`src/verilog/isa_pkg.sv`:
```
`default_nettype none

package isa_pkg;

  localparam int INSTR_W   = 32;
  localparam int OPCODE_HI = 31;
  localparam int OPCODE_LO = 21;
  localparam int OPCODE_W  = OPCODE_HI - OPCODE_LO + 1;
  localparam int RM_LSB    = 16;                        // Second source, bits 20:16
  localparam int RN_LSB    = 5;                         // First source, bits 9:5
  localparam int RD_LSB    = 0;                         // Destination, bits 4:0

  localparam logic [OPCODE_W-1:0] OP_ADD = 11'b10001011000;
  localparam logic [OPCODE_W-1:0] OP_SUB = 11'b11001011000;
  localparam logic [OPCODE_W-1:0] OP_AND = 11'b10001010000;
  localparam logic [OPCODE_W-1:0] OP_ORR = 11'b10101010000;

  localparam int ALU_W = 4;
  localparam logic [ALU_W-1:0] ALU_AND = 4'b0000;
  localparam logic [ALU_W-1:0] ALU_ORR = 4'b0001;
  localparam logic [ALU_W-1:0] ALU_ADD = 4'b0010;
  localparam logic [ALU_W-1:0] ALU_SUB = 4'b0110;

  localparam logic [4:0] ZERO_REG = 5'd31;              // Reads as zero, drops writes

  // Top bit flags a known R-format opcode, low bits give the ALU code
  function automatic logic [ALU_W:0] alu_decode(input logic [OPCODE_W-1:0] opcode);
    logic [ALU_W:0] result;
    case (opcode)
      OP_ADD:  result = {1'b1, ALU_ADD};
      OP_SUB:  result = {1'b1, ALU_SUB};
      OP_AND:  result = {1'b1, ALU_AND};
      OP_ORR:  result = {1'b1, ALU_ORR};
      default: result = '0;                             // No-op
    endcase
    return result;
  endfunction

endpackage

`default_nettype wire

```
`src/verilog/core_pkg.sv`:
```
`default_nettype none

package core_pkg;

  localparam int DATA_W     = 64;
  localparam int REG_IDX_W  = 5;
  localparam int LANES      = 2;                        // Instructions issued per cycle
  localparam int PROG_DEPTH = 64;                       // Program words
  localparam int PC_W       = 6;                        // Word index width

  localparam int APB_ADDR_W = 12;
  localparam int APB_DATA_W = 32;

  // APB address map
  localparam logic [APB_ADDR_W-1:0] ADDR_PROG_BASE = 12'h000;  // One word per 4 bytes
  localparam logic [APB_ADDR_W-1:0] ADDR_CTRL      = 12'h100;
  localparam logic [APB_ADDR_W-1:0] ADDR_STATUS    = 12'h104;  // Bit 0 is busy
  localparam logic [APB_ADDR_W-1:0] ADDR_REG_BASE  = 12'h200;  // Low half, then high half

  localparam int CTRL_START_BIT = 31;                   // Length sits in bits 6:0

endpackage

`default_nettype wire

```
`src/verilog/pair_dispatch.sv`:
```
`timescale 1ns/1ps
`default_nettype none

module pair_dispatch
  import core_pkg::*;
  import isa_pkg::*;
(
  input  logic               CLOCK,
  input  logic               reset,
  input  logic               prog_write,
  input  logic [PC_W-1:0]    prog_index,
  input  logic [INSTR_W-1:0] prog_word,
  input  logic               start,
  input  logic [PC_W:0]      run_length,
  output logic               busy,
  output logic               issue_valid [LANES],
  output logic [INSTR_W-1:0] issue_word [LANES]
);

  logic [INSTR_W-1:0] imem [PROG_DEPTH];
  logic [PC_W:0]      pc;                            // One bit wider than the index
  logic [PC_W:0]      length;
  logic               running;                       // Pairs still to issue
  logic [PC_W:0]      step;
  logic               open;
  logic               slot_valid [LANES];
  logic [INSTR_W-1:0] slot_word [LANES];

  // True when first writes a real register that second reads
  function automatic logic depends_on(input logic [INSTR_W-1:0] first,
                                      input logic [INSTR_W-1:0] second);
    logic [ALU_W:0]         decoded;
    logic [REG_IDX_W-1:0]   rd;
    decoded = alu_decode(first[OPCODE_HI:OPCODE_LO]);
    rd      = first[RD_LSB +: REG_IDX_W];
    return decoded[ALU_W] && rd != ZERO_REG &&
           (second[RN_LSB +: REG_IDX_W] == rd || second[RM_LSB +: REG_IDX_W] == rd);
  endfunction

  always_ff @(posedge CLOCK) begin
    if (prog_write) begin
      imem[prog_index] <= prog_word;
    end
  end

  // A slot closes past the length or on a dependency with an earlier slot
  always_comb begin
    open = running;
    step = '0;
    for (int k = 0; k < LANES; k++) begin
      slot_word[k] = imem[PC_W'(pc + k)];
      if ((pc + k) >= length) begin
        open = 1'b0;
      end
      for (int j = 0; j < k; j++) begin
        if (depends_on(slot_word[j], slot_word[k])) begin
          open = 1'b0;                               // Split the pair
        end
      end
      slot_valid[k] = open;
      if (open) begin
        step = step + 1'b1;
      end
    end
  end

  always_ff @(posedge CLOCK) begin
    if (reset) begin
      busy    <= 1'b0;
      running <= 1'b0;
      pc      <= '0;
      length  <= '0;
      for (int k = 0; k < LANES; k++) begin
        issue_valid[k] <= 1'b0;
      end
    end else begin
      for (int k = 0; k < LANES; k++) begin
        issue_valid[k] <= slot_valid[k];
      end
      if (start) begin
        busy    <= 1'b1;
        running <= 1'b1;
        pc      <= '0;
        length  <= run_length;
      end else if (running) begin
        pc <= pc + step;
        if (step == '0) begin
          running <= 1'b0;                           // Slot 0 closed, program done
        end
      end else if (busy) begin
        busy <= 1'b0;                                // Last results written this edge
      end
    end
  end

  always_ff @(posedge CLOCK) begin
    for (int k = 0; k < LANES; k++) begin
      issue_word[k] <= slot_word[k];
    end
  end

endmodule

`default_nettype wire

```
`config.mk`:
```
export PLATFORM = sky130hd
export DESIGN_NAME = pair_dispatch
export DESIGN_NICKNAME = d
export VERILOG_FILES = /design/src/verilog/isa_pkg.sv /design/src/verilog/core_pkg.sv /design/src/verilog/pair_dispatch.sv
export SDC_FILE = /design/constraint.sdc
export NUM_CORES = 2
export LEC_CHECK = 0
export ABC_CLOCK_PERIOD_IN_PS = 5200
export BUFFER_PORTS_ARGS = -buffer_cell sky130_fd_sc_hd__buf_2
export CAP_MARGIN = 20
export CORE_ASPECT_RATIO = 0.9
export CORE_UTILIZATION = 58
export CTS_BUF_LIST = sky130_fd_sc_hd__clkbuf_8 sky130_fd_sc_hd__clkbuf_16
export DETAILED_ROUTE_END_ITERATION = 6
export GPL_TIMING_DRIVEN = 0
export HOLD_SLACK_MARGIN = 0.08
export PLACE_DENSITY = 0.71
export SYNTH_ARGS = -nofsm -noshare
export SYNTH_HDL_FRONTEND = slang
export SYNTH_SLANG_ARGS = --single-unit
```
`constraint.sdc`:
```
create_clock -name CLOCK -period 5.2 [get_ports CLOCK]
set_input_delay 1.04 -clock CLOCK [delete_from_list [all_inputs] [get_ports CLOCK]]
set_output_delay 1.04 -clock CLOCK [all_outputs]
set_load 0.03 [all_outputs]
```
==> flow_summary.yaml <==
placement:
  dp_slack_ns: -2.36
  placed_area_um2: 104000
  port-buffer-count: 109
  gp_congestion: 0.965
  dp_hpwl_mm: 252
global_routing:
  grt_start_max_net_pins: 65
  gr-usage-met2_pct: 62.4
  grt_pass1_wl_mm: 495
  track_usage_pct: 45.2
  grt_overflow: 0
  antenna_found_initial: 37
  use_met3_pct: 18.4
  met1_usage_pct: 56.6
  grt_busiest_layer: "met2"
  grt_pass1_vias: 56455
cells_and_area:
  drive_above_1_share_pct: 47.2
  area_growth_pct: 17.2
  design_area_um2: 113000
  regArea_um2: 63300
  final_util_pct: 68.8
  nNetsFinal: 4818
  fillers: 9896
  multiInputGateArea_um2: 32600
timing:
  max_freq_ghz: 0.185
  skew_ns: 0.0337
  finalSetupViolCount: 10
  fin_setup_tns_ns: -1.33
  rsz0062_at_grt: "yes"
  final_max_slew_viol_count: 0
  finalCritPeriodShare_pct: 104
  slew_headroom_pct: 12.3
  tightest_slew_ns: 1.31
  post-route-min-period_ns: 5.41
  hold_violations: 0
  setup_ws_ns: -0.212
floorplanning:
  die-area_um2: 168000
  core_area_um2: 165000
  fp-row-count: 141
  io-pin-count: 116
  die_w_um: 432
  start_util_pct: 58.7
  fp.dieH_um: 389
power_and_ir_drop:
  p_leak_nw: 34.6
  p_int_mw: 28.7
  switchingPower_mw: 8.67
  combPwrFrac_pct: 7.0
  sw_frac_of_total_pct: 23.2
  cellPowerDensity_nw_per_um2: 330
  totalPowerFinal_mw: 37.4
  seqPwrFrac_pct: 51.0
  power.share.clock_pct: 42.0
  vdd_drop_max_mv: 0.387
routing:
  drtIter0Drc: 12793
  vias: 59383
  routed_wl_mm: 376
  drc: 12
  via_per_inst: 8.28
  postRouteAntennaNets: 0
  wire_per_inst_um: 52.4
  first_pass_iters: 7
logic_synthesis:
  synth_warnings: 0
  ys_async_sr_fraction_pct: 0
  syn_nets: 4266
  synth_edf_count: 2048
  synth.distinct_cells: 58
  netlist_instances: 4198
  syn-mean-instance-area_um2: 23.0
  seq_area_frac_synth_pct: 65.4
  syn_area_um2: 96700
  ys_seq_elements: 2136
  synth_flop_cell: "edfxtp_1"
clocking:
  cts_tree: "yes"
  cts_hold_buf: 0
  insertion_delay_ns: 0.90
  ctsLongestPathBuffers: 3
  htree_num_levels: 4
  clock-root-buffer: "clkbuf_16"
  clk_pin_slew_worst_paths_ns: 0.06
  cts_inserted_buffers: 208
  cts_sinks: 2136
outcome:
  status: "complete, but fails checks"
  violations: "design-rule violations, negative setup slack"
worst_setup_path:
  worstSetupEndpointType: "register"
  critPathKind: "reg -> reg"
  cp-start-kind: "register"
  cp.required_ns: 5.94
  arrival_ns: 6.15
  cp_max_fo: 10
min_path:
  hold_class: "in -> reg"
flow_run:
  cap_violations: 0
[placed cells by master (no fill, tap or decap), drive strengths merged, types with 5 or more instances in the layout]
cell      Yosys  layout
a211oi        5       5
a21o          5       5
a21oi        12      12
a22oi        25      25
a31oi         6       6
buf         208     549
bufinv        0      20
clkbuf      109     340
clkinv        1      87
clkinvlp      0      15
dfxtp        88      88
diode         0      25
edfxtp     2048    2048
ha           18      18
inv          20      63
mux2          6       6
mux2i        35      35
mux4       1294    1294
nand2        70      70
nand2b        7       7
nand3        30      30
nand4        10      10
nor2        105     105
nor2b        14      14
nor3          9       9
o21ai        12      12
xnor2        12      12
xor2          6       6
[critical path: stages (launching register included)]
cell,delay (ns)
dfxtp_1,0.39
buf_6,0.25
buf_1,0.75
clkbuf_2,0.58
nand4b_1,0.38
a311o_1,0.49
o22ai_4,0.30
nand3_4,0.26
a31oi_4,0.28
a21oi_2,0.08
ha_1,0.29
ha_1,0.20
inv_1,0.08
fa_2,0.44
a211oi_2,0.43
[per-stage QoR]
stage	hold slack [ns]	cells
finish	0.335	7175
global route	0.341	7158
CTS	0.312	7104
detailed placement	0.479	6708
global placement	0.474	6523
floorplan	0.460	4198
[power by group through the flow]
| stage | Sequential [mW] | Clock (mW) | Combinational (mW) |
|---|---|---|---|
| CTS | 19.1 | 15.6 | 2.44 |
| finish | 19.1 | 15.7 | 2.63 |
| floorplan | 19.5 | 0 | 1.16 |
| global placement | 19.4 | 0 | 2.25 |
| global route | 19.1 | 16.2 | 2.62 |
| detailed placement | 19.4 | 0 | 2.38 |
[routing by layer]
layer	wire length [µm]	part of all wire (%)
met1	113000	30
met2	159000	42
met3	63500	17
met4	40600	11
met5	201	0.053
[synth_stat cells, drive strengths merged, types with 12 or more instances]
cell type	number	share of area [%]
a21oi	12	0.062
a22oi	25	0.19
buf	208	1.2
clkbuf	109	0.42
dfxtp	88	1.8
edfxtp	2048	64
ha	18	0.23
inv	20	0.078
mux2i	35	0.36
mux4	1294	30
nand2	70	0.27
nand3	30	0.16
nor2	105	0.41
nor2b	14	0.091
o21ai	12	0.062
xnor2	12	0.11
[state kept, by name, indices dropped and copies added, names as in the netlist, named ones only]
register and count:
busy 1, imem 2048, issue_valid 2, issue_word 64
length 7, pc 7, running 1
[cells by family (layout without fill, tap and decap cells)]
group	count (synthesis)	count (layout)	share of synthesized area, %
muxes	1335	1335	30.6
AOI/OAI and AO/OA	92	92	0.669
and+or+nand+nor	260	260	1.20
adders and majority gates	19	19	0.254
DFF	2136	2136	65.4
other	0	25	0
buffers and inverters	338	1074	1.75
xor gates and xnor gates	18	18	0.163
[area by class of cell]
class | count | area share (%)
Sequential cell | 2136 | 55.8
Timing Repair Buffer | 345 | 4.48
Multi-Input combinational cell | 1724 | 28.7
Inverter | 21 | 0.0783
Buffer | 314 | 2.20
Tap cell | 2216 | 2.45
Clock inverter | 164 | 1.30
Antenna cell | 25 | 0.0552
Clock buffer | 230 | 4.91
[worst paths after layout]
kind / startpoint / end / slack (ns) / cells past startpoint
max: register / register / -0.21 / 14
min: reset / issue_valid[1] / 0.33 / 2
max reg2reg: register / register / -0.21 / 14
min reg2reg: busy / busy / 0.49 / 2
[what timing repair did]
action	CTS	global route
endpoints found under the setup margin	36	9
gates resized for setup	270	104
pin swaps	11	17
setup buffers	4	22
Power figures use the tool's default switching activity.
