===== src/verilog/core_pkg.sv =====
`default_nettype none

package core_pkg;

  localparam int DATA_W     = 64;
  localparam int REG_IDX_W  = 5;
  localparam int LANES      = 2;                        // Instructions issued per cycle
  localparam int PROG_DEPTH = 64;                       // Program words
  localparam int PC_W       = 6;                        // Word index width

  localparam int APB_ADDR_W = 12;
  localparam int APB_DATA_W = 32;

  // APB address map
  localparam logic [APB_ADDR_W-1:0] ADDR_PROG_BASE = 12'h000;  // One word per 4 bytes
  localparam logic [APB_ADDR_W-1:0] ADDR_CTRL      = 12'h100;
  localparam logic [APB_ADDR_W-1:0] ADDR_STATUS    = 12'h104;  // Bit 0 is busy
  localparam logic [APB_ADDR_W-1:0] ADDR_REG_BASE  = 12'h200;  // Low half, then high half

  localparam int CTRL_START_BIT = 31;                   // Length sits in bits 6:0

endpackage

`default_nettype wire


===== src/verilog/apb_host_port.sv =====
`timescale 1ns/1ps
`default_nettype none

module apb_host_port
  import core_pkg::*;
(
  input  logic                  CLOCK,
  input  logic                  reset,
  input  logic                  psel,
  input  logic                  penable,
  input  logic                  pwrite,
  input  logic [APB_ADDR_W-1:0] paddr,
  input  logic [APB_DATA_W-1:0] pwdata,
  input  logic                  busy,
  input  logic [DATA_W-1:0]     read_data,
  output logic [APB_DATA_W-1:0] prdata,
  output logic                  pready,
  output logic                  pslverr,
  output logic                  prog_write,
  output logic [PC_W-1:0]       prog_index,
  output logic [APB_DATA_W-1:0] prog_word,
  output logic                  start,
  output logic [PC_W:0]         run_length,
  output logic [REG_IDX_W-1:0]  read_index
);

  logic                  setup;
  logic                  access;
  logic                  aligned;
  logic                  hit_prog;
  logic                  hit_ctrl;
  logic                  hit_status;
  logic                  hit_reg;
  logic                  refuse;
  logic [APB_ADDR_W-1:0] prog_offset;
  logic [APB_ADDR_W-1:0] reg_offset;
  logic [APB_DATA_W-1:0] rdata_next;

  assign setup  = psel && !penable;
  assign access = psel && penable;

  // Offsets wrap below the base, so one compare bounds each region
  assign aligned     = paddr[1:0] == 2'b00;
  assign prog_offset = paddr - ADDR_PROG_BASE;
  assign reg_offset  = paddr - ADDR_REG_BASE;
  assign hit_prog    = aligned && prog_offset < APB_ADDR_W'(4 * PROG_DEPTH);
  assign hit_reg     = aligned && reg_offset < APB_ADDR_W'(8 * (2 ** REG_IDX_W));
  assign hit_ctrl    = paddr == ADDR_CTRL;
  assign hit_status  = paddr == ADDR_STATUS;

  assign refuse = !(hit_prog || hit_ctrl || hit_status || hit_reg) ||
                  (pwrite && busy && (hit_prog || hit_ctrl));   // No reload mid-run

  assign prog_index = prog_offset[PC_W+1:2];
  assign read_index = reg_offset[REG_IDX_W+2:3];     // 8 bytes per register
  assign prog_word  = pwdata;
  assign run_length = pwdata[PC_W:0];

  // Writes land at the edge closing the access phase
  assign prog_write = access && pwrite && hit_prog && !pslverr;
  assign start      = access && pwrite && hit_ctrl && !pslverr && pwdata[CTRL_START_BIT];
  assign pready     = 1'b1;                          // Zero wait states

  always_comb begin
    rdata_next = '0;
    if (hit_status) begin
      rdata_next[0] = busy;
    end else if (hit_reg) begin
      rdata_next = reg_offset[2] ? read_data[DATA_W-1:APB_DATA_W]
                                 : read_data[APB_DATA_W-1:0];
    end
  end

  // Response is settled during setup and held through access
  always_ff @(posedge CLOCK) begin
    if (reset) begin
      pslverr <= 1'b0;
    end else if (setup) begin
      pslverr <= refuse;
    end else if (access) begin
      pslverr <= 1'b0;
    end
  end

  always_ff @(posedge CLOCK) begin
    if (setup) begin
      prdata <= rdata_next;
    end
  end

endmodule

`default_nettype wire


===== config.mk =====
export PLATFORM = sky130hd
export DESIGN_NAME = apb_host_port
export DESIGN_NICKNAME = d
export VERILOG_FILES = /design/src/verilog/core_pkg.sv /design/src/verilog/apb_host_port.sv
export SDC_FILE = /design/constraint.sdc
export NUM_CORES = 1
export LEC_CHECK = 0
export BUFFER_PORTS_ARGS = -buffer_cell sky130_fd_sc_hd__clkbuf_2
export CORE_AREA = 2 2 78 80
export CTS_CLUSTER_SIZE = 28
export DETAILED_ROUTE_END_ITERATION = 10
export DIE_AREA = 0 0 80 82
export HOLD_SLACK_MARGIN = 0.1
export PLACE_DENSITY = 0.87
export SETUP_SLACK_MARGIN = 0.15
export SLEW_MARGIN = 40
export SYNTH_ARGS = -nofsm -noshare
export SYNTH_HDL_FRONTEND = slang
export SYNTH_SLANG_ARGS = --single-unit

===== constraint.sdc =====
create_clock -name CLOCK -period 3.2 [get_ports CLOCK]
set_input_delay 0.48 -clock CLOCK [delete_from_list [all_inputs] [get_ports CLOCK]]
set_output_delay 0.48 -clock CLOCK [all_outputs]
set_load 0.005 [all_outputs]

==> results of run 1 <==
[stage by stage]
step / cells / power, µW / instance area (µm²) / worst slack, ns
CTS: 338 / 1030 / 2470 / 0.962
floorplan: 180 / 620 / 2010 / 0.731
finish: 338 / 1020 / 2470 / 0.937
global placement: 330 / 661 / 2370 / 1.02
global route: 338 / 1070 / 2470 / 0.921
detailed placement: 330 / 666 / 2370 / 0.962
[logic make-up (layout without fill, tap and decap cells)]
logic type | count (synthesis) | count (layout) | share of synthesized area (%)
xor+xnor | 1 | 1 | 0.435
fa+ha+maj | 1 | 1 | 0.621
simple gates | 46 | 46 | 11.2
buf+inv | 61 | 144 | 21.4
mux | 32 | 32 | 15.9
other cells | 1 | 1 | 0.186
flops | 33 | 33 | 48.7
compound gates | 5 | 5 | 1.55
[metal layers]
layer	global-route usage [%]	up-vias
li1	-	730
met1	11.4	677
met2	25.8	86
met3	3.85	10
met4	6.95	0
met5	0	-
[flip-flops by register name, summed over array words and instances (netlist names)]
| name | cells |
|---|---|
| prdata | 32 |
| pslverr | 1 |
[final timing paths]
kind / from / endpoint / depth (start not counted)
worst max-delay path: paddr[1] / start / 6
worst min-delay path: reset / pslverr / 2
worst max register to register: pslverr / pslverr / 3
worst min register to register: pslverr / pslverr / 3
[power by group]
part	switching (µW)	internal, µW
Sequential	6.07	496
Clock	132	230
Combinational	70.5	82.4
[cell type report]
| type | instances | share of cell area, % |
|---|---|---|
| flip-flops and latches | 33 | 39.7 |
| repair buffers | 133 | 27.3 |
| multi-input cells | 86 | 24.5 |
| well taps | 75 | 3.79 |
| clock buffers | 6 | 2.93 |
| clock inverters | 2 | 1.37 |
| inverters | 3 | 0.455 |
[synth_stat cells (all sizes together), types with 2 or more instances]
cell type / count
buf: 55
clkbuf: 3
edfxtp: 32
nand2: 2
mux2i: 32
inv: 3
nor2: 34
nand3: 2
or4: 2
nor2b: 2
[worst max-delay path: stages]
cell and delay (ns):
clkbuf_2 0.09, or4_4 0.54, nor2_4 0.12, nand4_2 0.13, nor4_2 0.25, clkbuf_2 0.16
==> qor.yml, run 1 <==
critical_path:
  start_kind: "primary input"
  arrival_ns: 1.78
  critPathKind: "in -> out"
  cp.required_ns: 2.72
  end_kind: "output pin"
  r2r_slack_ns: 2.29
  cp_max_fo: 3
placement:
  post-dp-hpwl_mm: 3.87
  io_buffers: 129
  place.gp.congestion: 0.838
global_routing:
  antenna_found_initial: 0
  first_global_vias: 1437
  grt_start_max_net_pins: 34
  gr-total-overflow: 0
  grt_pass1_wl_mm: 6.48
  grt_usage_pct: 12.9
finish:
  drive_above_1_share_pct: 55.1
  final_common_cell: "clkbuf_2"
  final_cell_mix: "clkbuf_2, nor2_1, mux2i_1, edfxtp_1, clkbuf_8"
  syn_to_final_growth_pct: 22.8
  multi_input_area_um2: 606
  num-nets-final: 377
  diodes: 0
  regArea_um2: 981
  fill_cells: 557
  utilization_pct: 43.1
drt:
  dr.pass1.iters: 4
  wire_per_inst_um: 13.7
  drc_errors: 0
  antenna_left: 0
  wl_met3_um: 446
  m1WireLength_mm: 1.56
  top_layer: "met4"
  wl_met2_mm: 2.55
  drt_iter0_markers: 48
  vias: 1503
  vias_per_cell: 4.45
  totalWireLength_mm: 4.64
clock_network:
  cts_resized: 0
  clk_latency_ns: 0.26
  clockBufferDepth: 2
  clk_pin_slew_worst_paths_ns: 0.06
  cts_root_buf: "clkbuf_8"
  cts_tree: "built"
  cts_made_buffers: 5
  clock_sinks: 33
  cts-htree-levels: 2
  holdBufCountCts: 0
  post_cts_buffers: 0
power:
  power-per-cell-area_nw_per_um2: 411
  ir_worst_vdd_mv: 0.140
  power.leakage_uw: 0.00117
yosys:
  post-synth-top-area-cell: "edfxtp_1"
  ys_types: 26
  postSynthCellCount: 180
  synth_edf_count: 32
  avgSynthCellArea_um2: 11.2
  ys.flop_type: "edfxtp_1"
  async_flop_share_pct: 0
  syn_area_um2: 2010
  synth-seq-cells: 33
  yosys_warnings: 0
  syn_nets: 295
  synthTopCellsByArea: "edfxtp_1, buf_4, mux2i_1"
  seq_area_frac_synth_pct: 48.7
  synth_top_area_share_pct: 47.7
sta:
  fin_crit_sh_pct: 70.7
  finalSetupViolations: 0
  drv_slew: 0
  period_minus_slack_ns: 2.26
  finalHoldViolCount: 0
  rsz0062_at_grt: "false"
  skew_ns: 0
  holdWs_ns: 0.364
  worst_pin_slew_ns: 0.508
  max_freq_mhz: 442
  fin_tns_setup_ns: 0
  relSlewSlack_pct: 66.1
floorplanning:
  rows: 28
  dieHeight_um: 82
  die_area_um2: 6560
  core_area_um2: 5750
  initial_core_util_pct: 35.1
  die_w_um: 80
  io-pin-count: 200
flow_run:
  cap_violations: 0
hold_path:
  hold_class: "in -> reg"
outcome:
  status: "finished, final reports clean"
(Power assumes the default switching activity.)
==> run 2: changes to the inputs <==
--- a/config.mk
+++ b/config.mk
@@ -6,12 +6,12 @@
 export NUM_CORES = 1
 export LEC_CHECK = 0
 export BUFFER_PORTS_ARGS = -buffer_cell sky130_fd_sc_hd__clkbuf_2
-export CORE_AREA = 2 2 78 80
+export CORE_ASPECT_RATIO = 1.75
+export CORE_UTILIZATION = 33
 export CTS_CLUSTER_SIZE = 28
 export DETAILED_ROUTE_END_ITERATION = 10
-export DIE_AREA = 0 0 80 82
 export HOLD_SLACK_MARGIN = 0.1
-export PLACE_DENSITY = 0.87
+export PLACE_DENSITY = 0.86
 export SETUP_SLACK_MARGIN = 0.15
 export SLEW_MARGIN = 40
 export SYNTH_ARGS = -nofsm -noshare
==> constraint.sdc (replaced) <==
create_clock -name CLOCK -period 1.9 [get_ports CLOCK]
set_input_delay 0.285 -clock CLOCK [delete_from_list [all_inputs] [get_ports CLOCK]]
set_output_delay 0.285 -clock CLOCK [all_outputs]
set_load 0.005 [all_outputs]
==> qor.yml, run 2 (synthesis gave the netlist of run 1 again) <==
outcome:
  status: "finished, final reports clean"
clock_network:
  clk_latency_ns: 0.27
  cts_tree: "built"
  clock_sinks: 33
  clk_pin_slew_worst_paths_ns: 0.07
  cts_made_buffers: 5
  clockBufferDepth: 2
  cts_root_buf: "clkbuf_8"
  cts-htree-levels: 2
floorplanning:
  die_area_um2: 6430
  dieHeight_um: 105
  rows: 37
  io-pin-count: 200
  core_area_um2: 5880
  die_w_um: 61.1
  initial_core_util_pct: 34.3
critical_path:
  cp_slowest_cell: "or4_4"
  cp_max_fo: 3
  critPathKind: "in -> out"
  rr_worst_depth: 3
  start_kind: "primary input"
  path_cells: "buf_6, or4_4, nor2_4, nand4_4, nor4_4, buf_2"
  end_kind: "output pin"
  cp.required_ns: 1.62
  critPathMaxStageDelay_ns: 0.53
  arrival_ns: 1.59
hold_path:
  hold_class: "in -> reg"
  hold-path-cell-count: 2
finish:
  fill_cells: 573
  final_cell_mix: "clkbuf_2, nor2_1, mux2i_1, edfxtp_1, clkbuf_8"
  design_area_um2: 2510
  diodes: 0
  syn_to_final_growth_pct: 24.7
  stdcell_count: 341
  largest_reg_flops: 32
  reg_top3: "prdata x32, pslverr x1"
  top_register: "prdata"
  num-nets-final: 377
  final_common_cell: "clkbuf_2"
  drive_above_1_share_pct: 55.9
sta:
  skew_ns: 0
  finalSetupViolations: 0
  max_freq_mhz: 534
  fin_crit_sh_pct: 98.6
  drv_slew: 0
  rsz0062_at_grt: "true"
  finalHoldViolCount: 0
  period_minus_slack_ns: 1.87
global_routing:
  grt_pass1_wl_mm: 7.51
  antenna_found_initial: 0
  grt_usage_pct: 16.5
  grt_start_max_net_pins: 34
  gr-total-overflow: 0
  first_global_vias: 1501
drt:
  antenna_left: 0
  wire_per_inst_um: 15.4
  drc_errors: 0
  dr.pass1.iters: 5
  vias_per_cell: 4.60
  drt_iter0_markers: 93
  totalWireLength_mm: 5.24
  vias: 1568
placement:
  io_buffers: 129
  post-dp-hpwl_mm: 4.31
  place.gp.congestion: 0.705
  place_area_um2: 2400
  dp.cells: 333
flow_run:
  cap_violations: 0
power:
  power.leakage_uw: 0.00118
  ir_worst_vdd_mv: 0.258
  power-per-cell-area_nw_per_um2: 643
run 2: cell count changes in the layout (fill, tap and decap cells not counted), moves of 2 or more:
cell	previous run	this run
clkbuf_2	129	127
clkinv_2	0	2
buf_4	4	2
buf_12	0	2
run 2: where the power goes:
group | internal, µW | total (µW) | switching [µW]
sequential | 834 | 844 | 10.4
combinational | 145 | 270 | 125
clock | 252 | 500 | 247
run 2: final timing paths:
| kind | startpoint | slack (ns) | endpoint |
|---|---|---|---|
| worst max register to register | pslverr | 0.95 | pslverr |
| worst min-delay path | reset | 0.17 | pslverr |
| worst min register to register | pslverr | 0.68 | pslverr |
| worst max-delay path | paddr[1] | 0.03 | start |
run 2: area by class of cell:
type / instances / area (µm²) / share of cell area, %
well taps: 78 / 97.6 / 3.89
flip-flops and latches: 33 / 981 / 39.1
repair buffers: 133 / 707 / 28.2
multi-input cells: 86 / 628 / 25.0
clock buffers: 5 / 68.8 / 2.74
inverters: 3 / 11.3 / 0.448
clock inverters: 3 / 17.5 / 0.698
run 2: repair_timing:
item / 4_1_cts / 5_1_grt
cloned: 0 / 0
pin swaps: 0 / 1
hold buffers: 0 / 0
resized for setup: 0 / 4
buffers inserted: 0 / 0
setup endpoints to repair: 1 / 2
run 2: worst max-delay path: cells and delay by family:
kind / cells / cell delay (ns)
buffers and inverters: 2 / 0.26
AND/OR/NAND/NOR: 4 / 1.04
run 2: metal layers:
metal  track usage (%)  part of all wire, %
met1              15.0                   31
met2              27.9                   51
met3              6.75                   12
met4              11.9                  6.3
met5                 0                    0
run 2: metrics by stage:
stage | utilization, % | TNS (ns) | power, µW | setup slack (ns) | hold WS, ns
after floorplan | - | 0 | 1040 | 0.242 | 0.357
after global placement | 40.8 | 0 | 1120 | 0.0475 | 0.448
after detailed placement | 40.8 | 0 | 1130 | 0.00738 | 0.455
after CTS | 42.3 | 0 | 1640 | 0.00595 | 0.151
after global routing | 42.7 | -0.0185 | 1700 | -0.0185 | 0.151
final | 42.7 | 0 | 1610 | 0.0271 | 0.167
